===== config.mk =====
export PLATFORM = sky130hd
export DESIGN_NAME = dual_helix_periph
export DESIGN_NICKNAME = d
export VERILOG_FILES = /design/src/source/dhs_pkg.sv /design/src/source/uart_tx.sv /design/src/source/uart_rx.sv /design/src/source/uart_regs.sv /design/src/source/sys_ctrl.sv /design/src/source/periph_link.sv /design/src/source/apb_slave_port.sv /design/src/source/dual_helix_periph.sv
export SDC_FILE = /design/constraint.sdc
export NUM_CORES = 1
export LEC_CHECK = 0
export BUFFER_PORTS_ARGS = -buffer_cell sky130_fd_sc_hd__buf_2
export CORE_ASPECT_RATIO = 0.7
export CORE_MARGIN = 4
export CORE_UTILIZATION = 49
export DETAILED_ROUTE_END_ITERATION = 7
export PLACE_DENSITY = 0.68
export SLEW_MARGIN = 20
export SYNTH_ARGS = -nofsm -noshare
export SYNTH_HDL_FRONTEND = slang
export SYNTH_SLANG_ARGS = --single-unit

===== constraint.sdc =====
create_clock -name periphl_clk_i -period 9 [get_ports periphl_clk_i]
set_input_delay 2.25 -clock periphl_clk_i [delete_from_list [all_inputs] [get_ports periphl_clk_i]]
set_output_delay 2.25 -clock periphl_clk_i [all_outputs]
set_load 0.01 [all_outputs]

===== src/source/dhs_pkg.sv =====
package dhs_pkg;

  ////////////////////////////////////////////////////////////
  // Bus widths and address map
  ////////////////////////////////////////////////////////////

  localparam int DHS_ADDRW   = 32;
  localparam int DHS_DATAW   = 32;
  localparam int REGION_BITS = 12;
  localparam int REGION_TAGW = DHS_ADDRW - REGION_BITS;

  localparam logic [DHS_ADDRW-1:0] SYS_CTRL_BASE = 32'h1000_0000;
  localparam logic [DHS_ADDRW-1:0] UART_BASE     = 32'h1000_1000;

  // Upper address bits that select a 4 KiB region
  localparam logic [REGION_TAGW-1:0] SYS_CTRL_TAG = SYS_CTRL_BASE[DHS_ADDRW-1:REGION_BITS];
  localparam logic [REGION_TAGW-1:0] UART_TAG     = UART_BASE[DHS_ADDRW-1:REGION_BITS];

  localparam logic [DHS_DATAW-1:0] SOC_ID = 32'hD0A1_4E11;

  // Register offsets inside a region
  localparam logic [REGION_BITS-1:0] SYS_ID_OFS       = 12'h000;
  localparam logic [REGION_BITS-1:0] SYS_SCRATCH0_OFS = 12'h004;
  localparam logic [REGION_BITS-1:0] SYS_SCRATCH1_OFS = 12'h008;
  localparam logic [REGION_BITS-1:0] UART_DATA_OFS    = 12'h000;
  localparam logic [REGION_BITS-1:0] UART_STATUS_OFS  = 12'h004;

  ////////////////////////////////////////////////////////////
  // UART bit timing
  ////////////////////////////////////////////////////////////

  localparam int UART_CLKS_PER_BIT = 8;
  localparam int UART_CNT_W        = $clog2(UART_CLKS_PER_BIT);

  localparam logic [UART_CNT_W-1:0] UART_BIT_LAST = UART_CNT_W'(UART_CLKS_PER_BIT - 1);
  localparam logic [UART_CNT_W-1:0] UART_BIT_MID  = UART_CNT_W'(UART_CLKS_PER_BIT / 2 - 1);

  typedef enum logic [1:0] {
    DEV_SYS_CTRL,
    DEV_UART,
    DEV_NONE
  } dev_sel_e;

  typedef enum logic [1:0] {
    ST_IDLE,
    ST_START,
    ST_DATA,
    ST_STOP
  } uart_state_e;

endpackage


===== src/source/uart_tx.sv =====
module uart_tx (
  input  logic       periphl_clk_i,
  input  logic       rst_i,
  input  logic       tx_start_i,
  input  logic [7:0] tx_data_i,
  output logic       tx_busy_o,
  output logic       tx_o
);

  dhs_pkg::uart_state_e            state_q;
  logic [dhs_pkg::UART_CNT_W-1:0]  baud_q;
  logic [2:0]                      bit_q;
  logic [7:0]                      shift_q;
  logic                            bit_end;

  assign bit_end   = (baud_q == dhs_pkg::UART_BIT_LAST);
  assign tx_busy_o = (state_q != dhs_pkg::ST_IDLE);

  always_ff @(posedge periphl_clk_i) begin
    if (rst_i) begin
      state_q <= dhs_pkg::ST_IDLE;
      baud_q  <= '0;
      bit_q   <= '0;
      tx_o    <= 1'b1;
    end else begin
      baud_q <= (bit_end || !tx_busy_o) ? '0 : baud_q + 1'b1;
      case (state_q)
        dhs_pkg::ST_IDLE: begin
          if (tx_start_i) begin
            state_q <= dhs_pkg::ST_START;
            tx_o    <= 1'b0;
          end
        end
        dhs_pkg::ST_START: begin
          if (bit_end) begin
            state_q <= dhs_pkg::ST_DATA;
            bit_q   <= '0;
            tx_o    <= shift_q[0];
          end
        end
        dhs_pkg::ST_DATA: begin
          if (bit_end) begin
            bit_q <= bit_q + 1'b1;
            if (bit_q == 3'd7) begin
              state_q <= dhs_pkg::ST_STOP;
              tx_o    <= 1'b1;
            end else begin
              tx_o <= shift_q[1];
            end
          end
        end
        default: begin
          // Busy drops as the stop bit ends
          if (bit_end) begin
            state_q <= dhs_pkg::ST_IDLE;
          end
        end
      endcase
    end
  end

  // Frame byte, LSB first
  always_ff @(posedge periphl_clk_i) begin
    if ((state_q == dhs_pkg::ST_IDLE) && tx_start_i) begin
      shift_q <= tx_data_i;
    end else if ((state_q == dhs_pkg::ST_DATA) && bit_end) begin
      shift_q <= {1'b0, shift_q[7:1]};
    end
  end

  a_idle_line_high: assert property (
    @(posedge periphl_clk_i) disable iff (rst_i) (state_q == dhs_pkg::ST_IDLE) |-> tx_o
  ) else $error("serial line low while transmitter idle");

endmodule


===== src/source/uart_rx.sv =====
module uart_rx (
  input  logic       periphl_clk_i,
  input  logic       rst_i,
  input  logic       rx_i,
  output logic       rx_valid_o,
  output logic [7:0] rx_data_o
);

  dhs_pkg::uart_state_e            state_q;
  logic [dhs_pkg::UART_CNT_W-1:0]  baud_q;
  logic [2:0]                      bit_q;
  logic [2:0]                      sync_q;
  logic                            rx_s;
  logic                            rx_fall;

  // Two synchronizer stages, the third flop only keeps the last level
  always_ff @(posedge periphl_clk_i) begin
    if (rst_i) begin
      sync_q <= '1;
    end else begin
      sync_q <= {sync_q[1:0], rx_i};
    end
  end

  assign rx_s    = sync_q[1];
  assign rx_fall = sync_q[2] && !sync_q[1];

  always_ff @(posedge periphl_clk_i) begin
    if (rst_i) begin
      state_q    <= dhs_pkg::ST_IDLE;
      baud_q     <= '0;
      bit_q      <= '0;
      rx_valid_o <= 1'b0;
    end else begin
      rx_valid_o <= 1'b0;
      baud_q     <= baud_q + 1'b1;
      case (state_q)
        dhs_pkg::ST_IDLE: begin
          baud_q <= '0;
          if (rx_fall) begin
            state_q <= dhs_pkg::ST_START;
          end
        end
        dhs_pkg::ST_START: begin
          // Mid-bit check filters glitches on the line
          if (baud_q == dhs_pkg::UART_BIT_MID) begin
            baud_q  <= '0;
            bit_q   <= '0;
            state_q <= rx_s ? dhs_pkg::ST_IDLE : dhs_pkg::ST_DATA;
          end
        end
        dhs_pkg::ST_DATA: begin
          if (baud_q == dhs_pkg::UART_BIT_LAST) begin
            bit_q <= bit_q + 1'b1;
            if (bit_q == 3'd7) begin
              state_q <= dhs_pkg::ST_STOP;
            end
          end
        end
        default: begin
          if (baud_q == dhs_pkg::UART_BIT_LAST) begin
            rx_valid_o <= rx_s;
            state_q    <= dhs_pkg::ST_IDLE;
          end
        end
      endcase
    end
  end

  always_ff @(posedge periphl_clk_i) begin
    if ((state_q == dhs_pkg::ST_DATA) && (baud_q == dhs_pkg::UART_BIT_LAST)) begin
      rx_data_o <= {rx_s, rx_data_o[7:1]};
    end
  end

endmodule


===== src/source/uart_regs.sv =====
module uart_regs (
  input  logic                             periphl_clk_i,
  input  logic                             rst_i,
  input  logic                             req_i,
  input  logic                             we_i,
  input  logic [dhs_pkg::REGION_BITS-1:0]  addr_i,
  input  logic [dhs_pkg::DHS_DATAW-1:0]    wdata_i,
  output logic                             rsp_valid_o,
  output logic [dhs_pkg::DHS_DATAW-1:0]    rsp_rdata_o,
  output logic                             rsp_err_o,
  input  logic                             uart_rx_i,
  output logic                             uart_tx_o
);

  logic                          tx_start;
  logic                          tx_busy;
  logic                          rx_valid;
  logic [7:0]                    rx_data;
  logic [7:0]                    rx_byte_q;
  logic                          rx_full_q;
  logic                          rx_clr;
  logic [dhs_pkg::DHS_DATAW-1:0] rd_data;
  logic                          acc_err;

  always_comb begin
    rd_data  = '0;
    acc_err  = 1'b0;
    tx_start = 1'b0;
    rx_clr   = 1'b0;
    case (addr_i)
      dhs_pkg::UART_DATA_OFS: begin
        if (we_i) begin
          // Refused while a frame is on the line
          acc_err  = tx_busy;
          tx_start = req_i && !tx_busy;
        end else begin
          rd_data = {{(dhs_pkg::DHS_DATAW - 8){1'b0}}, rx_byte_q};
          rx_clr  = req_i;
        end
      end
      dhs_pkg::UART_STATUS_OFS: begin
        rd_data = {{(dhs_pkg::DHS_DATAW - 2){1'b0}}, rx_full_q, tx_busy};
        acc_err = we_i;
      end
      default: acc_err = 1'b1;
    endcase
  end

  always_ff @(posedge periphl_clk_i) begin
    if (rst_i) begin
      rsp_valid_o <= 1'b0;
      rsp_err_o   <= 1'b0;
      rx_full_q   <= 1'b0;
    end else begin
      rsp_valid_o <= req_i;
      rsp_err_o   <= req_i && acc_err;
      // A new byte wins over a read in the same cycle
      if (rx_valid) begin
        rx_full_q <= 1'b1;
      end else if (rx_clr) begin
        rx_full_q <= 1'b0;
      end
    end
  end

  always_ff @(posedge periphl_clk_i) begin
    if (req_i) begin
      rsp_rdata_o <= rd_data;
    end
    if (rx_valid) begin
      rx_byte_q <= rx_data;
    end
  end

  uart_tx i_uart_tx (
    .periphl_clk_i (periphl_clk_i),
    .rst_i         (rst_i),
    .tx_start_i    (tx_start),
    .tx_data_i     (wdata_i[7:0]),
    .tx_busy_o     (tx_busy),
    .tx_o          (uart_tx_o)
  );

  uart_rx i_uart_rx (
    .periphl_clk_i (periphl_clk_i),
    .rst_i         (rst_i),
    .rx_i          (uart_rx_i),
    .rx_valid_o    (rx_valid),
    .rx_data_o     (rx_data)
  );

endmodule


===== src/source/sys_ctrl.sv =====
module sys_ctrl (
  input  logic                             periphl_clk_i,
  input  logic                             rst_i,
  input  logic                             req_i,
  input  logic                             we_i,
  input  logic [dhs_pkg::REGION_BITS-1:0]  addr_i,
  input  logic [dhs_pkg::DHS_DATAW-1:0]    wdata_i,
  output logic                             rsp_valid_o,
  output logic [dhs_pkg::DHS_DATAW-1:0]    rsp_rdata_o,
  output logic                             rsp_err_o
);

  logic [dhs_pkg::DHS_DATAW-1:0] scratch0_q;
  logic [dhs_pkg::DHS_DATAW-1:0] scratch1_q;
  logic [dhs_pkg::DHS_DATAW-1:0] rd_data;
  logic                          acc_err;

  always_comb begin
    rd_data = '0;
    acc_err = 1'b0;
    case (addr_i)
      dhs_pkg::SYS_ID_OFS: begin
        rd_data = dhs_pkg::SOC_ID;
        acc_err = we_i;  // identity word is read-only
      end
      dhs_pkg::SYS_SCRATCH0_OFS: rd_data = scratch0_q;
      dhs_pkg::SYS_SCRATCH1_OFS: rd_data = scratch1_q;
      default:                   acc_err = 1'b1;
    endcase
  end

  always_ff @(posedge periphl_clk_i) begin
    if (rst_i) begin
      rsp_valid_o <= 1'b0;
      rsp_err_o   <= 1'b0;
      scratch0_q  <= '0;
      scratch1_q  <= '0;
    end else begin
      rsp_valid_o <= req_i;
      rsp_err_o   <= req_i && acc_err;
      if (req_i && we_i && (addr_i == dhs_pkg::SYS_SCRATCH0_OFS)) begin
        scratch0_q <= wdata_i;
      end
      if (req_i && we_i && (addr_i == dhs_pkg::SYS_SCRATCH1_OFS)) begin
        scratch1_q <= wdata_i;
      end
    end
  end

  always_ff @(posedge periphl_clk_i) begin
    if (req_i) begin
      rsp_rdata_o <= rd_data;
    end
  end

endmodule


===== src/source/periph_link.sv =====
module periph_link (
  input  logic                             periphl_clk_i,
  input  logic                             rst_i,
  // Upstream bus
  input  logic                             req_i,
  input  logic                             we_i,
  input  logic [dhs_pkg::DHS_ADDRW-1:0]    addr_i,
  input  logic [dhs_pkg::DHS_DATAW-1:0]    wdata_i,
  output logic                             rsp_valid_o,
  output logic [dhs_pkg::DHS_DATAW-1:0]    rsp_rdata_o,
  output logic                             rsp_err_o,
  // System controller
  output logic                             sys_req_o,
  output logic                             sys_we_o,
  output logic [dhs_pkg::REGION_BITS-1:0]  sys_addr_o,
  output logic [dhs_pkg::DHS_DATAW-1:0]    sys_wdata_o,
  input  logic                             sys_rsp_valid_i,
  input  logic [dhs_pkg::DHS_DATAW-1:0]    sys_rsp_rdata_i,
  input  logic                             sys_rsp_err_i,
  // UART
  output logic                             uart_req_o,
  output logic                             uart_we_o,
  output logic [dhs_pkg::REGION_BITS-1:0]  uart_addr_o,
  output logic [dhs_pkg::DHS_DATAW-1:0]    uart_wdata_o,
  input  logic                             uart_rsp_valid_i,
  input  logic [dhs_pkg::DHS_DATAW-1:0]    uart_rsp_rdata_i,
  input  logic                             uart_rsp_err_i
);

  dhs_pkg::dev_sel_e dev_sel;
  dhs_pkg::dev_sel_e sel_q;
  logic              none_err_q;

  ////////////////////////////////////////////////////////////
  // Request decode
  ////////////////////////////////////////////////////////////

  always_comb begin
    case (addr_i[dhs_pkg::DHS_ADDRW-1:dhs_pkg::REGION_BITS])
      dhs_pkg::SYS_CTRL_TAG: dev_sel = dhs_pkg::DEV_SYS_CTRL;
      dhs_pkg::UART_TAG:     dev_sel = dhs_pkg::DEV_UART;
      default:               dev_sel = dhs_pkg::DEV_NONE;
    endcase
  end

  assign sys_req_o    = req_i && (dev_sel == dhs_pkg::DEV_SYS_CTRL);
  assign sys_we_o     = we_i;
  assign sys_addr_o   = addr_i[dhs_pkg::REGION_BITS-1:0];
  assign sys_wdata_o  = wdata_i;

  assign uart_req_o   = req_i && (dev_sel == dhs_pkg::DEV_UART);
  assign uart_we_o    = we_i;
  assign uart_addr_o  = addr_i[dhs_pkg::REGION_BITS-1:0];
  assign uart_wdata_o = wdata_i;

  // Unmapped requests are answered here, one cycle later
  always_ff @(posedge periphl_clk_i) begin
    if (rst_i) begin
      sel_q      <= dhs_pkg::DEV_NONE;
      none_err_q <= 1'b0;
    end else begin
      none_err_q <= req_i && (dev_sel == dhs_pkg::DEV_NONE);
      if (req_i) begin
        sel_q <= dev_sel;
      end
    end
  end

  ////////////////////////////////////////////////////////////
  // Response mux
  ////////////////////////////////////////////////////////////

  always_comb begin
    case (sel_q)
      dhs_pkg::DEV_SYS_CTRL: begin
        rsp_valid_o = sys_rsp_valid_i;
        rsp_rdata_o = sys_rsp_rdata_i;
        rsp_err_o   = sys_rsp_err_i;
      end
      dhs_pkg::DEV_UART: begin
        rsp_valid_o = uart_rsp_valid_i;
        rsp_rdata_o = uart_rsp_rdata_i;
        rsp_err_o   = uart_rsp_err_i;
      end
      default: begin
        rsp_valid_o = none_err_q;
        rsp_rdata_o = '0;
        rsp_err_o   = none_err_q;
      end
    endcase
  end

  a_one_responder: assert property (
    @(posedge periphl_clk_i) disable iff (rst_i) !(sys_rsp_valid_i && uart_rsp_valid_i)
  ) else $error("two peripherals answered in the same cycle");

endmodule


===== src/source/apb_slave_port.sv =====
module apb_slave_port (
  input  logic                           periphl_clk_i,
  input  logic                           rst_i,
  // APB slave side
  input  logic                           psel_i,
  input  logic                           penable_i,
  input  logic [dhs_pkg::DHS_ADDRW-1:0]  paddr_i,
  input  logic                           pwrite_i,
  input  logic [dhs_pkg::DHS_DATAW-1:0]  pwdata_i,
  output logic                           pready_o,
  output logic [dhs_pkg::DHS_DATAW-1:0]  prdata_o,
  output logic                           pslverr_o,
  // Register bus requester side
  output logic                           bus_req_o,
  output logic                           bus_we_o,
  output logic [dhs_pkg::DHS_ADDRW-1:0]  bus_addr_o,
  output logic [dhs_pkg::DHS_DATAW-1:0]  bus_wdata_o,
  input  logic                           rsp_valid_i,
  input  logic [dhs_pkg::DHS_DATAW-1:0]  rsp_rdata_i,
  input  logic                           rsp_err_i
);

  // Set once the strobe of the current access phase went out
  logic pending_q;

  // First access cycle sends the strobe, the held phase sends nothing more
  assign bus_req_o   = psel_i && penable_i && !pending_q;
  assign bus_we_o    = pwrite_i;
  assign bus_addr_o  = paddr_i;
  assign bus_wdata_o = pwdata_i;

  assign pready_o  = rsp_valid_i;
  assign prdata_o  = rsp_rdata_i;
  assign pslverr_o = rsp_err_i;

  always_ff @(posedge periphl_clk_i) begin
    if (rst_i) begin
      pending_q <= 1'b0;
    end else if (rsp_valid_i) begin
      pending_q <= 1'b0;
    end else if (bus_req_o) begin
      pending_q <= 1'b1;
    end
  end

  // The response must land inside the access phase that asked for it
  a_pready_in_access: assert property (
    @(posedge periphl_clk_i) disable iff (rst_i) pready_o |-> (psel_i && penable_i)
  ) else $error("pready outside an APB access phase");

endmodule


===== src/source/dual_helix_periph.sv =====
module dual_helix_periph (
  input  logic                           periphl_clk_i,
  input  logic                           rst_i,
  input  logic                           apb_psel_i,
  input  logic                           apb_penable_i,
  input  logic [dhs_pkg::DHS_ADDRW-1:0]  apb_paddr_i,
  input  logic                           apb_pwrite_i,
  input  logic [dhs_pkg::DHS_DATAW-1:0]  apb_pwdata_i,
  output logic                           apb_pready_o,
  output logic [dhs_pkg::DHS_DATAW-1:0]  apb_prdata_o,
  output logic                           apb_pslverr_o,
  input  logic                           uart_rx_i,
  output logic                           uart_tx_o
);

  ////////////////////////////////////////////////////////////
  // Register bus between APB port and link
  ////////////////////////////////////////////////////////////

  logic                            bus_req;
  logic                            bus_we;
  logic [dhs_pkg::DHS_ADDRW-1:0]   bus_addr;
  logic [dhs_pkg::DHS_DATAW-1:0]   bus_wdata;
  logic                            rsp_valid;
  logic [dhs_pkg::DHS_DATAW-1:0]   rsp_rdata;
  logic                            rsp_err;

  // Peripheral side of the link
  logic                            sys_req;
  logic                            sys_we;
  logic [dhs_pkg::REGION_BITS-1:0] sys_addr;
  logic [dhs_pkg::DHS_DATAW-1:0]   sys_wdata;
  logic                            sys_rsp_valid;
  logic [dhs_pkg::DHS_DATAW-1:0]   sys_rsp_rdata;
  logic                            sys_rsp_err;
  logic                            uart_req;
  logic                            uart_we;
  logic [dhs_pkg::REGION_BITS-1:0] uart_addr;
  logic [dhs_pkg::DHS_DATAW-1:0]   uart_wdata;
  logic                            uart_rsp_valid;
  logic [dhs_pkg::DHS_DATAW-1:0]   uart_rsp_rdata;
  logic                            uart_rsp_err;

  apb_slave_port i_apb_slave_port (
    .periphl_clk_i (periphl_clk_i),
    .rst_i         (rst_i),
    .psel_i        (apb_psel_i),
    .penable_i     (apb_penable_i),
    .paddr_i       (apb_paddr_i),
    .pwrite_i      (apb_pwrite_i),
    .pwdata_i      (apb_pwdata_i),
    .pready_o      (apb_pready_o),
    .prdata_o      (apb_prdata_o),
    .pslverr_o     (apb_pslverr_o),
    .bus_req_o     (bus_req),
    .bus_we_o      (bus_we),
    .bus_addr_o    (bus_addr),
    .bus_wdata_o   (bus_wdata),
    .rsp_valid_i   (rsp_valid),
    .rsp_rdata_i   (rsp_rdata),
    .rsp_err_i     (rsp_err)
  );

  periph_link i_periph_link (
    .periphl_clk_i    (periphl_clk_i),
    .rst_i            (rst_i),
    .req_i            (bus_req),
    .we_i             (bus_we),
    .addr_i           (bus_addr),
    .wdata_i          (bus_wdata),
    .rsp_valid_o      (rsp_valid),
    .rsp_rdata_o      (rsp_rdata),
    .rsp_err_o        (rsp_err),
    .sys_req_o        (sys_req),
    .sys_we_o         (sys_we),
    .sys_addr_o       (sys_addr),
    .sys_wdata_o      (sys_wdata),
    .sys_rsp_valid_i  (sys_rsp_valid),
    .sys_rsp_rdata_i  (sys_rsp_rdata),
    .sys_rsp_err_i    (sys_rsp_err),
    .uart_req_o       (uart_req),
    .uart_we_o        (uart_we),
    .uart_addr_o      (uart_addr),
    .uart_wdata_o     (uart_wdata),
    .uart_rsp_valid_i (uart_rsp_valid),
    .uart_rsp_rdata_i (uart_rsp_rdata),
    .uart_rsp_err_i   (uart_rsp_err)
  );

  sys_ctrl i_sys_ctrl (
    .periphl_clk_i (periphl_clk_i),
    .rst_i         (rst_i),
    .req_i         (sys_req),
    .we_i          (sys_we),
    .addr_i        (sys_addr),
    .wdata_i       (sys_wdata),
    .rsp_valid_o   (sys_rsp_valid),
    .rsp_rdata_o   (sys_rsp_rdata),
    .rsp_err_o     (sys_rsp_err)
  );

  uart_regs i_uart_regs (
    .periphl_clk_i (periphl_clk_i),
    .rst_i         (rst_i),
    .req_i         (uart_req),
    .we_i          (uart_we),
    .addr_i        (uart_addr),
    .wdata_i       (uart_wdata),
    .rsp_valid_o   (uart_rsp_valid),
    .rsp_rdata_o   (uart_rsp_rdata),
    .rsp_err_o     (uart_rsp_err),
    .uart_rx_i     (uart_rx_i),
    .uart_tx_o     (uart_tx_o)
  );

endmodule


# Yosys cells after proc, flatten, opt, wreduce, memory -nomap -nowiden
# Cells that the tools add are included.
# op_classes
addsub	4
eq_ne	24
muxes	44
n_bitwise	1
n_reduce_logical	41
# ops
operator	count
32-bit case mux with 2 select lines	2
32-bit case mux with 3 select lines	1
20-bit by 17-bit == test with 1-bit output (second input constant)	2
8-bit 2-to-1 mux	3
2-bit 2-to-1 mux	11
3-bit case mux with 2 select lines	3
2-bit inequality test (second input constant)	8
1-bit logical AND	15
3-bit 2-to-1 mux	5
3-bit by 1-bit adder with 3-bit output (second input constant)	4
12-bit by 3-bit == test with 1-bit output (second input constant)	1
12-bit by 4-bit == test with 1-bit output (second input constant)	1
3-bit == test (second input constant)	4
12-bit zero test	1
2-bit case mux with 3 select lines	2
2-bit nonzero test	6
1-bit 2-to-1 mux	11
5-bit AND reduction	2
2-bit by 1-bit == test with 1-bit output (second input constant)	4
2-bit zero test	4
1-bit case mux with 2 select lines	4
2-bit == test (second input constant)	3
3-bit AND reduction	2
3-bit nonzero test	2
9 further kinds	13
# word_totals
reg_bits	182
out_inout_bits	35
elab_cells	138

# Logic depth before layout (Yosys ltp)
# Gate-level depths: netlist (run 1).
# depth
ltp_word	9
ltp_mapped	8

# By module
# From an unflattened synthesis (run 1), not the netlist that was laid out.
# hier_totals
hier_cells	902
area_unflattened_um2	8878.5
# modules_own_cells
module	n_inst	cells_each	area_per_inst_um2	seq_area_each_um2
sys_ctrl	1	391	4095.2	2282.2
periph_link	1	191	1405.1	60.1
uart_rx	1	78	887.1	480.5
uart_regs	1	68	880.8	540.5
uart_tx	1	70	824.5	420.4
apb_slave_port	1	104	785.8	20.0

# Least setup slack after synthesis (run 1)
# OpenSTA, ideal clock, no wires.
# synth_path
kind	in2reg
start	input port apb_paddr_i[17] in the netlist's numbering
end	register i_sys_ctrl.rsp_rdata_o[0] in the netlist's numbering (enable)
setup_ps	387
arrival_ps	4136
path_slack_ps	4477
cell_stages	4
path_buffers	0
path_cell_list	or4_4 > or3_4 > or2_2 > inv_1
# synth_via
elab_chain_cells	4
word_cells_on_any_way	5
cone_classes	2 x eq/ne; 1 x mux; 2 x reduce/logical
# synth_lines
item	line_no	text
start: declaration	dual_helix_periph.sv:6	input logic [dhs_pkg::DHS_ADDRW-1:0] apb_paddr_i,
20-bit by 17-bit == test with 1-bit output	periph_link.sv:39	case (addr_i[dhs_pkg::DHS_ADDRW-1:dhs_pkg::REGION_BITS])
2-bit case mux with 2 select lines *	periph_link.sv:39	
2-bit zero test *	periph_link.sv:46	assign sys_req_o = req_i && (dev_sel == dhs_pkg::DEV_SYS_CTRL);
1-bit logical AND *	periph_link.sv:46	
net i_periph_link.sys_req_o	periph_link.sv:13	output logic sys_req_o,
end signal: assignment	sys_ctrl.sv:52	rsp_rdata_o <= rd_data;
end: declaration	sys_ctrl.sv:9	output logic [dhs_pkg::DHS_DATAW-1:0] rsp_rdata_o,
# Mark *: on every way through the listed nets, which the timed path passes. The rest lies on a longest branch.
# A chain may end at the register's enable or synchronous reset.

# Worst setup path in the final report (run 1)
# layout_path
start	input port apb_paddr_i[17] in the netlist's numbering
end	register i_sys_ctrl.scratch0_q[9] in the netlist's numbering
# layout_via
elab_chain_cells	6
word_cells_on_any_way	7
cone_classes	2 x eq/ne; 1 x mux; 4 x reduce/logical
# layout_lines
item	line_no	text
20-bit by 17-bit == test with 1-bit output	periph_link.sv:39	
2-bit case mux with 2 select lines *	periph_link.sv:39	
2-bit zero test *	periph_link.sv:46	
1-bit logical AND *	periph_link.sv:46	
1-bit logical AND * (2 in series)	sys_ctrl.sv:41	if (req_i && we_i && (addr_i == dhs_pkg::SYS_SCRATCH0_OFS)) begin
end signal: assignment	sys_ctrl.sv:42	scratch0_q <= wdata_i;
end: declaration	sys_ctrl.sv:13	logic [dhs_pkg::DHS_DATAW-1:0] scratch0_q;
# Every way passes the cells marked *; elsewhere a longest branch is shown, timed or not.

==> results.py, run 1 <==
metrics = {
    "min_path": {
        "hold_class": "flip-flop to flip-flop",
    },
    "die": {
        "start_util": 0.503,
        "die_h_um": 108,
        "core_area_um2": 14000,
        "die_w_um": 151,
        "dieArea_um2": 16400,
        "io-pin-count": 105,
        "rows": 36,
    },
    "synth": {
        "synth_cell_types": 48,
        "ys.flop_type": "dfxtp_1",
        "seq_area_frac_synth": 0.541,
        "syn_nets": 728,
        "synth_top_cell_by_area": "edfxtp_1",
        "synth-warning-count": 0,
        "netlist.area_leader.share": 0.273,
        "synth_edf_count": 64,
        "synth_area_leaders": "edfxtp_1, dfxtp_1, mux2i_1, a21oi_2, nor2_1",
        "ys_ff_latch": 158,
        "syn_area_um2": 7030,
        "syn_inst": 641,
        "syn_area_per_cell_um2": 11.0,
        "async_flop_share": 0,
    },
    "worst_setup_path": {
        "start_kind": "input pin",
        "crit_chain": "buf_2, or4_4, or3_4, nor4_4, buf_4, mux2i_1, nor2_1",
        "critPathSlowestCell": "nor4_4",
        "critPathMaxFanout": 22,
        "cp.required_ns": 9.27,
        "path_class": "input pin to flip-flop",
        "crit_path_end_kind": "flip-flop",
        "worstPathArrival_ns": 4.93,
        "max_stage_delay_ns": 0.77,
    },
    "clocking": {
        "cts_setup_buffers": 0,
        "cts-resized-gates": 0,
        "clk_latency_ns": 0.43,
        "numCtsBuffers": 17,
        "clock-sinks": 158,
        "cts_buffer_depth": 2,
        "clkTransAtPathRegs_ns": 0.06,
        "cts_root_buf": "clkbuf_16",
        "cts_hold_buf": 0,
        "h-tree-depth": 4,
        "cts_tree": "done",
    },
    "run_status": {
        "outcome": "completed",
    },
    "placed_design": {
        "place_congestion": 0.792,
        "numPortBuffers": 104,
        "dp_hpwl_mm": 10.7,
    },
    "layout": {
        "syn_to_final_growth_pct": 15.6,
        "fillers": 1174,
        "antenna-diode-count": 0,
        "final_nets": 820,
        "drive_gt1_frac": 0.295,
    },
    "global_route": {
        "grt_overflow": 0,
        "antenna_found_initial": 0,
        "grt_first_pass_wirelength_mm": 25.4,
        "grt.total_usage": 0.201,
        "grt_pass1_vias": 4981,
        "grt_max_degree": 95,
    },
    "sta": {
        "min_period_ns": 4.66,
        "slew_headroom": 0.318,
        "min_period_over_period": 0.518,
        "tightest_slew_ns": 1.02,
        "setup_viol": 0,
        "grt_setup_unrepaired": "false",
        "final.setup.tns_ns": 0,
        "fmax_mhz": 214,
        "skew_ns": 0.0145,
        "hold_viol": 0,
        "drv_slew": 0,
    },
    "routing": {
        "via_per_inst": 5.32,
        "initialDrtViolationCount": 225,
        "vias": 4981,
        "drt-total-wl_mm": 15.6,
        "ant_nets": 0,
        "drtPass1Iterations": 6,
        "drc": 0,
        "wl_per_cell_um": 16.7,
    },
    "pwr": {
        "ir_worst_vdd_mv": 0.136,
        "power_mw": 1.50,
        "powerDensity_nw_per_um2": 184,
        "p_leak_nw": 2.97,
    },
    "run": {
        "cap_violations": 0,
    },
}
==> registers in the layout (all words and copies together), names as in the netlist, 2 cells and up <==
register	cells
i_sys_ctrl.scratch1_q	32
i_uart_regs.i_uart_tx.bit_q	3
i_uart_regs.i_uart_rx.bit_q	3
i_uart_regs.i_uart_tx.shift_q	8
i_uart_regs.i_uart_tx.state_q	2
i_uart_regs.i_uart_rx.rx_data_o	8
i_sys_ctrl.scratch0_q	32
i_uart_regs.i_uart_rx.state_q	2
i_uart_regs.i_uart_rx.baud_q	3
i_sys_ctrl.rsp_rdata_o	32
i_uart_regs.i_uart_rx.sync_q	3
i_uart_regs.i_uart_tx.baud_q	3
i_uart_regs.rx_byte_q	8
i_uart_regs.rsp_rdata_o	8
i_periph_link.sel_q	2
==> Yosys cell counts, types with 2 or more instances <==
master and instances:
a211oi_1 5, a21boi_0 4, a21oi_1 10, a21oi_2 30
a22o_1 20, a22oi_1 4, a31oi_1 3, a32oi_1 2
and2_1 33, and4_1 2, buf_12 3, buf_4 2
buf_6 6, clkbuf_1 21, clkbuf_8 3, dfxtp_1 94
edfxtp_1 64, ha_1 17, inv_1 15, mux2_1 4
mux2_2 3, mux2i_1 45, nand2_1 54, nand2_2 30
nand2b_1 6, nand3_1 6, nand3b_1 2, nand4_1 3
nor2_1 69, nor2b_1 18, nor3_1 9, nor3b_1 3
nor4_1 9, nor4_4 4, o21ai_0 12, o21ai_1 8
or2_2 6, or4_4 2
==> power by group <==
group          internal, mW  leakage [nW]  switching, mW
registers             0.743          1.32        0.00377
logic                0.0281          1.40         0.0439
clock network         0.383         0.263          0.294
==> placed cells by master (no fill, tap or decap), drive strengths merged, types with 3 or more instances in the layout <==
cell type / Yosys / routed
a211oi: 5 / 5
a21boi: 4 / 4
a21oi: 40 / 40
a22o: 20 / 20
a22oi: 4 / 4
a31oi: 3 / 3
and2: 33 / 33
buf: 12 / 110
clkbuf: 24 / 17
clkinv: 0 / 5
clkinvlp: 0 / 5
dfxtp: 94 / 94
edfxtp: 64 / 64
ha: 17 / 17
inv: 15 / 19
mux2: 7 / 7
mux2i: 45 / 45
nand2: 84 / 84
nand2b: 6 / 6
nand3: 6 / 6
nand4: 3 / 3
nor2: 69 / 69
nor2b: 18 / 18
nor3: 9 / 9
nor3b: 3 / 3
nor4: 13 / 13
o21ai: 20 / 20
or2: 6 / 6
==> per-stage QoR <==
stage | util | cells | cell area, um2 | setup slack, ns | hold slack [ns]
floorplan | - | 641 | 7030 | 4.48 | 0.389
global placement | 0.542 | 904 | 7560 | 3.96 | 0.401
detailed placement | 0.542 | 904 | 7560 | 3.93 | 0.404
CTS | 0.582 | 936 | 8120 | 4.34 | 0.424
global route | 0.582 | 936 | 8130 | 4.24 | 0.438
finish | 0.582 | 936 | 8130 | 4.34 | 0.417
==> final cells by class <==
type / count / area [um2] / share of cell area
Multi-Input combinational cell: 431 / 2900 / 0.356
Tap cell: 190 / 238 / 0.0292
Clock buffer: 17 / 425 / 0.0523
Clock inverter: 15 / 136 / 0.0168
Sequential cell: 158 / 3800 / 0.468
Inverter: 15 / 56.3 / 0.00693
Timing Repair Buffer: 110 / 572 / 0.0704
==> path summary, 6_finish.rpt <==
path                                        start                              end  slack (ns)  depth (start not counted)
hold reg to reg   i_uart_regs.i_uart_rx.sync_q[0]  i_uart_regs.i_uart_rx.sync_q[1]        0.42                          1
hold / removal    i_uart_regs.i_uart_rx.sync_q[0]  i_uart_regs.i_uart_rx.sync_q[1]        0.42                          1
setup / recovery                  apb_paddr_i[17]         i_sys_ctrl.scratch0_q[9]        4.34                          7
setup reg to reg       i_apb_slave_port.pending_q         i_sys_ctrl.scratch0_q[9]        6.24                          6
==> layer usage <==
layer / global-route usage / vias up / part of all wire / routed length (um)
li1: - / 2416 / - / -
met5: 0 / - / 0 / 0
met3: 0.0478 / 14 / 0.061 / 945
met2: 0.326 / 155 / 0.48 / 7450
met1: 0.272 / 2396 / 0.45 / 7070
met4: 0.0537 / 0 / 0.0080 / 125
==> cell families after synthesis <==
family	after synthesis	synth area share
compound gates	102	0.108
mux	52	0.0753
simple gates	260	0.198
fa+ha+maj	17	0.0303
flops	158	0.541
buf+inv	52	0.0474
==> worst max-delay path: cells and delay by family <==
family | cells | cell delay, ns
buffers and inverters | 2 | 0.62
and+or+nand+nor | 4 | 1.78
muxes | 1 | 0.26
Note: power is estimated with default switching activity, not from simulation.
==> inputs of run 2 (changes only) <==
Settings changed: PLACE_DENSITY 0.68 to 0.71.
Clock period 9 ns to 4.1 ns, I/O delays scaled along.
==> results.py, run 2 (synthesized netlist as in run 1, its figures left out) <==
metrics = {
    "worst_setup_path": {
        "max_stage_delay_ns": 0.41,
        "worstPathArrival_ns": 3.28,
        "crit_chain": "buf_2, nor4_1, nand4_1, nor2_1, nand3_1, inv_1, a31oi_1, a211oi_1",
        "cp.required_ns": 4.43,
        "path_depth": 8,
        "rr_worst_depth": 6,
        "cp_top_family": "simple AND/OR/NAND/NOR gates",
        "critPathBufInv": 2,
        "start_kind": "input pin",
        "path_class": "input pin to flip-flop",
        "crit_path_end_kind": "flip-flop",
        "critPathSlowestCell": "nand4_1",
        "critPathMaxFanout": 11,
    },
    "placed_design": {
        "dp_hpwl_mm": 10.6,
        "place_congestion": 0.859,
        "numPortBuffers": 104,
        "place_area_um2": 7580,
        "dp.cells": 905,
    },
    "min_path": {
        "whs_path_depth": 1,
        "hold_class": "flip-flop to flip-flop",
    },
    "global_route": {
        "grt_overflow": 0,
        "antenna_found_initial": 1,
        "grt_first_pass_wirelength_mm": 24.8,
        "grt_pass1_vias": 4930,
        "grt.total_usage": 0.197,
        "grt_max_degree": 95,
    },
    "routing": {
        "ant_nets": 0,
        "drtPass1Iterations": 4,
        "drc": 0,
        "wl_per_cell_um": 16.5,
        "drt-total-wl_mm": 15.5,
        "via_per_inst": 5.31,
        "vias": 4981,
        "initialDrtViolationCount": 281,
    },
    "layout": {
        "layoutNonFillerInstCount": 938,
        "reg_top3": "i_sys_ctrl.rsp_rdata_o: 32 flops, i_sys_ctrl.scratch0_q: 32 flops, i_sys_ctrl.scratch1_q: 32 flops",
        "syn_to_final_growth_pct": 16.0,
        "final_nets": 821,
        "final_cell_mix": "buf_2, dfxtp_1, nor2_1, edfxtp_1, nand2_1",
        "drive_gt1_frac": 0.289,
        "final_common_cell": "buf_2",
        "fin_area_um2": 8150,
    },
    "die": {
        "start_util": 0.503,
        "io-pin-count": 105,
        "die_w_um": 151,
        "dieArea_um2": 16400,
        "rows": 36,
        "die_h_um": 108,
        "core_area_um2": 14000,
    },
    "sta": {
        "final.setup.tns_ns": 0,
        "min_period_over_period": 0.720,
        "fmax_mhz": 339,
        "setup_viol": 0,
        "drv_slew": 0,
        "min_period_ns": 2.95,
        "skew_ns": 0.0123,
        "slew_headroom": 0.391,
        "grt_setup_unrepaired": "false",
        "tightest_slew_ns": 0.914,
        "hold_viol": 0,
    },
    "pwr": {
        "p_leak_nw": 2.99,
        "powerDensity_nw_per_um2": 403,
        "power_mw": 3.28,
        "ir_worst_vdd_mv": 0.369,
    },
    "clocking": {
        "clkTransAtPathRegs_ns": 0.06,
        "h-tree-depth": 4,
        "cts-resized-gates": 0,
        "numCtsBuffers": 17,
        "cts_root_buf": "clkbuf_16",
        "cts_setup_buffers": 0,
        "cts_tree": "done",
        "clk_latency_ns": 0.43,
        "clock-sinks": 158,
        "cts_buffer_depth": 2,
        "cts_hold_buf": 0,
    },
    "run_status": {
        "outcome": "completed",
    },
    "run": {
        "cap_violations": 0,
    },
}
-- run 2: cell count changes in the layout (fill, tap and decap cells not counted), sizes merged --
cell	delta
diode	+1
inv	-4
clkbuf	+8
clkinvlp	-3
buf	+1
clkinv	-1
-- run 2: worst reg2reg max path: stages, from the launching register on --
cell and delay, ns:
dfxtp_1 0.31, and3b_1 0.27, nand4_1 0.17, nor4_1 0.34
buf_4 0.19, nand2_1 0.23, nand2_1 0.40
-- run 2: metal layers --
metal / global-route usage / wire (um) / vias to the layer above
li1: - / - / 2425
met1: 0.257 / 6990 / 2379
met2: 0.323 / 7330 / 157
met3: 0.0570 / 992 / 20
met4: 0.0556 / 198 / 0
met5: 0 / 0 / -
-- run 2: area by class of cell --
cell class	instances	area (um2)
Multi-Input combinational cell	431	2900
Clock buffer	25	497
Inverter	15	56.3
Fill cell	1172	5810
Sequential cell	158	3800
Timing Repair Buffer	111	592
Antenna cell	1	2.50
Tap cell	190	238
Clock inverter	7	65.1
-- run 2: final timing paths --
path                                                       from                               end  slack [ns]
worst max-delay path                            apb_paddr_i[21]  i_uart_regs.i_uart_tx.state_q[0]        1.15
worst max register to register       i_apb_slave_port.pending_q  i_uart_regs.i_uart_tx.shift_q[6]        1.85
worst min-delay path            i_uart_regs.i_uart_rx.sync_q[0]   i_uart_regs.i_uart_rx.sync_q[1]        0.41
worst min register to register  i_uart_regs.i_uart_rx.sync_q[0]   i_uart_regs.i_uart_rx.sync_q[1]        0.41
-- run 2: power breakdown --
group          internal, mW  leakage, nW  switching [mW]
clock                 0.899        0.272           0.592
combinational        0.0615         1.40          0.0919
sequential             1.63         1.32         0.00771
total                  2.59         2.99           0.691
-- run 2: stage by stage --
| stage | utilization | setup slack, ns | hold slack, ns |
|---|---|---|---|
| finish | 0.584 | 1.15 | 0.414 |
| global route | 0.584 | 0.943 | 0.428 |
| CTS | 0.583 | 1.16 | 0.416 |
| detailed placement | 0.543 | 0.718 | 0.402 |
| global placement | 0.543 | 0.831 | 0.395 |
| floorplan | - | 0.802 | 0.389 |
==> inputs of run 3 (changes only) <==
Settings changed: PLACE_DENSITY 0.71 to 0.68.
Clock period 4.1 ns to 2.8 ns, I/O delays scaled along.
==> results.py, run 3 (synthesized netlist as in run 1, its figures left out) <==
metrics = {
    "run_status": {
        "outcome": "completed",
    },
    "die": {
        "dieArea_um2": 16400,
        "die_h_um": 108,
        "io-pin-count": 105,
        "core_area_um2": 14000,
        "rows": 36,
        "die_w_um": 151,
        "start_util": 0.503,
    },
    "sta": {
        "final.setup.tns_ns": 0,
        "hold_viol": 0,
        "min_period_ns": 2.39,
        "tightest_slew_ns": 0.618,
        "grt_setup_unrepaired": "false",
        "min_period_over_period": 0.854,
        "setup_viol": 0,
        "fmax_mhz": 418,
        "drv_slew": 0,
        "setup_ws_ns": 0.409,
        "slew_headroom": 0.588,
        "skew_ns": 0.00552,
        "whs_ns": 0.413,
    },
    "layout": {
        "drive_gt1_frac": 0.301,
        "final_common_cell": "buf_2",
        "seqCellArea_um2": 3800,
        "reg_top3": "i_sys_ctrl.rsp_rdata_o: 32 flops, i_sys_ctrl.scratch0_q: 32 flops, i_sys_ctrl.scratch1_q: 32 flops",
        "fin_area_um2": 8280,
        "syn_to_final_growth_pct": 17.8,
        "antenna-diode-count": 0,
        "final_nets": 836,
        "final_cell_mix": "buf_2, dfxtp_1, nor2_1, edfxtp_1, nand2_1",
        "fillers": 1153,
        "multiInputGateArea_um2": 2900,
    },
    "run": {
        "cap_violations": 0,
    },
    "worst_setup_path": {
        "rr_worst_depth": 6,
        "critPathBufInv": 2,
        "path_depth": 4,
        "crit_chain": "nor2_1, buf_4, and2_1, buf_2",
        "max_stage_delay_ns": 0.63,
        "crit_path_end_kind": "output port",
        "critPathMaxFanout": 24,
        "path_class": "flip-flop to output port",
        "cp.required_ns": 2.10,
        "cp_top_family": "flip-flops",
        "critPathSlowestCell": "dfxtp_1",
        "worstPathArrival_ns": 1.69,
        "start_kind": "flip-flop",
    },
    "routing": {
        "initialDrtViolationCount": 305,
        "ant_nets": 0,
        "vias": 5022,
        "drc": 0,
        "drt-total-wl_mm": 15.3,
        "drtPass1Iterations": 5,
        "wl_per_cell_um": 16.1,
        "via_per_inst": 5.28,
    },
    "placed_design": {
        "place_congestion": 0.830,
        "dp_hpwl_mm": 10.7,
        "dp_slack_ns": -0.00391,
        "place_area_um2": 7750,
        "numPortBuffers": 104,
    },
    "clocking": {
        "cts-resized-gates": 0,
        "clk_latency_ns": 0.42,
        "clock-sinks": 158,
        "cts_setup_buffers": 0,
        "h-tree-depth": 4,
        "numCtsBuffers": 17,
        "cts_root_buf": "clkbuf_16",
        "cts_buffer_depth": 2,
        "cts_hold_buf": 0,
        "cts_tree": "done",
        "clkTransAtPathRegs_ns": 0.06,
    },
    "global_route": {
        "antenna_found_initial": 0,
        "grt_max_degree": 53,
        "grt_first_pass_wirelength_mm": 24.4,
        "grt_overflow": 0,
        "grt.total_usage": 0.194,
        "grt_pass1_vias": 4931,
    },
    "pwr": {
        "p_int_mw": 3.72,
        "ir_worst_vdd_mv": 0.431,
        "switching_share": 0.213,
        "power_mw": 4.73,
        "p_comb_frac": 0.049,
        "switching_power_mw": 1.01,
        "powerDensity_nw_per_um2": 571,
        "pwr-share-seq": 0.508,
        "clkPwrFrac": 0.444,
        "p_leak_nw": 3.05,
    },
    "min_path": {
        "whs_path_depth": 1,
        "hold_class": "flip-flop to flip-flop",
    },
}
## run 3: path summary, 6_finish.rpt
path              slack [ns]                                to                        startpoint
hold / removal          0.41   i_uart_regs.i_uart_rx.sync_q[1]   i_uart_regs.i_uart_rx.sync_q[0]
setup reg to reg        0.70  i_uart_regs.i_uart_rx.state_q[1]  i_uart_regs.i_uart_rx.state_q[1]
hold reg to reg         0.41   i_uart_regs.i_uart_rx.sync_q[1]   i_uart_regs.i_uart_rx.sync_q[0]
setup / recovery        0.41                  apb_prdata_o[21]            i_periph_link.sel_q[1]
## run 3: per-stage QoR
step	utilization	instances
2_1_floorplan	-	641
3_3_place_gp	0.555	920
3_5_place_dp	0.555	920
4_1_cts	0.593	952
5_1_grt	0.593	952
6_report	0.593	952
## run 3: worst reg2reg max path: stages (launching register included)
cell,delay (ns)
dfxtp_1,0.41
inv_1,0.09
ha_1,0.29
nor2b_1,0.20
nor4_1,0.56
a31oi_1,0.17
a311oi_1,0.28
## run 3: power groups by stage
stage / Clock, mW / Sequential [mW] / Combinational (mW)
floorplan: 0 / 2.45 / 0.133
global placement: 0 / 2.45 / 0.220
detailed placement: 0 / 2.45 / 0.230
CTS: 2.13 / 2.40 / 0.231
global route: 2.25 / 2.40 / 0.255
finish: 2.10 / 2.40 / 0.231
## run 3: metal layers
metal / vias to the layer above / wire length, um / track usage
met5: - / 0 / 0
met1: 2412 / 6980 / 0.255
li1: 2458 / - / -
met3: 15 / 989 / 0.0574
met2: 137 / 7090 / 0.310
met4: 0 / 222 / 0.0608
## run 3: cell type report
cell class | instances | share of cell area
Timing Repair Buffer | 126 | 0.0907
Inverter | 15 | 0.00725
Sequential cell | 158 | 0.459
Tap cell | 190 | 0.0287
Clock inverter | 8 | 0.00831
Multi-Input combinational cell | 431 | 0.350
Clock buffer | 24 | 0.0558
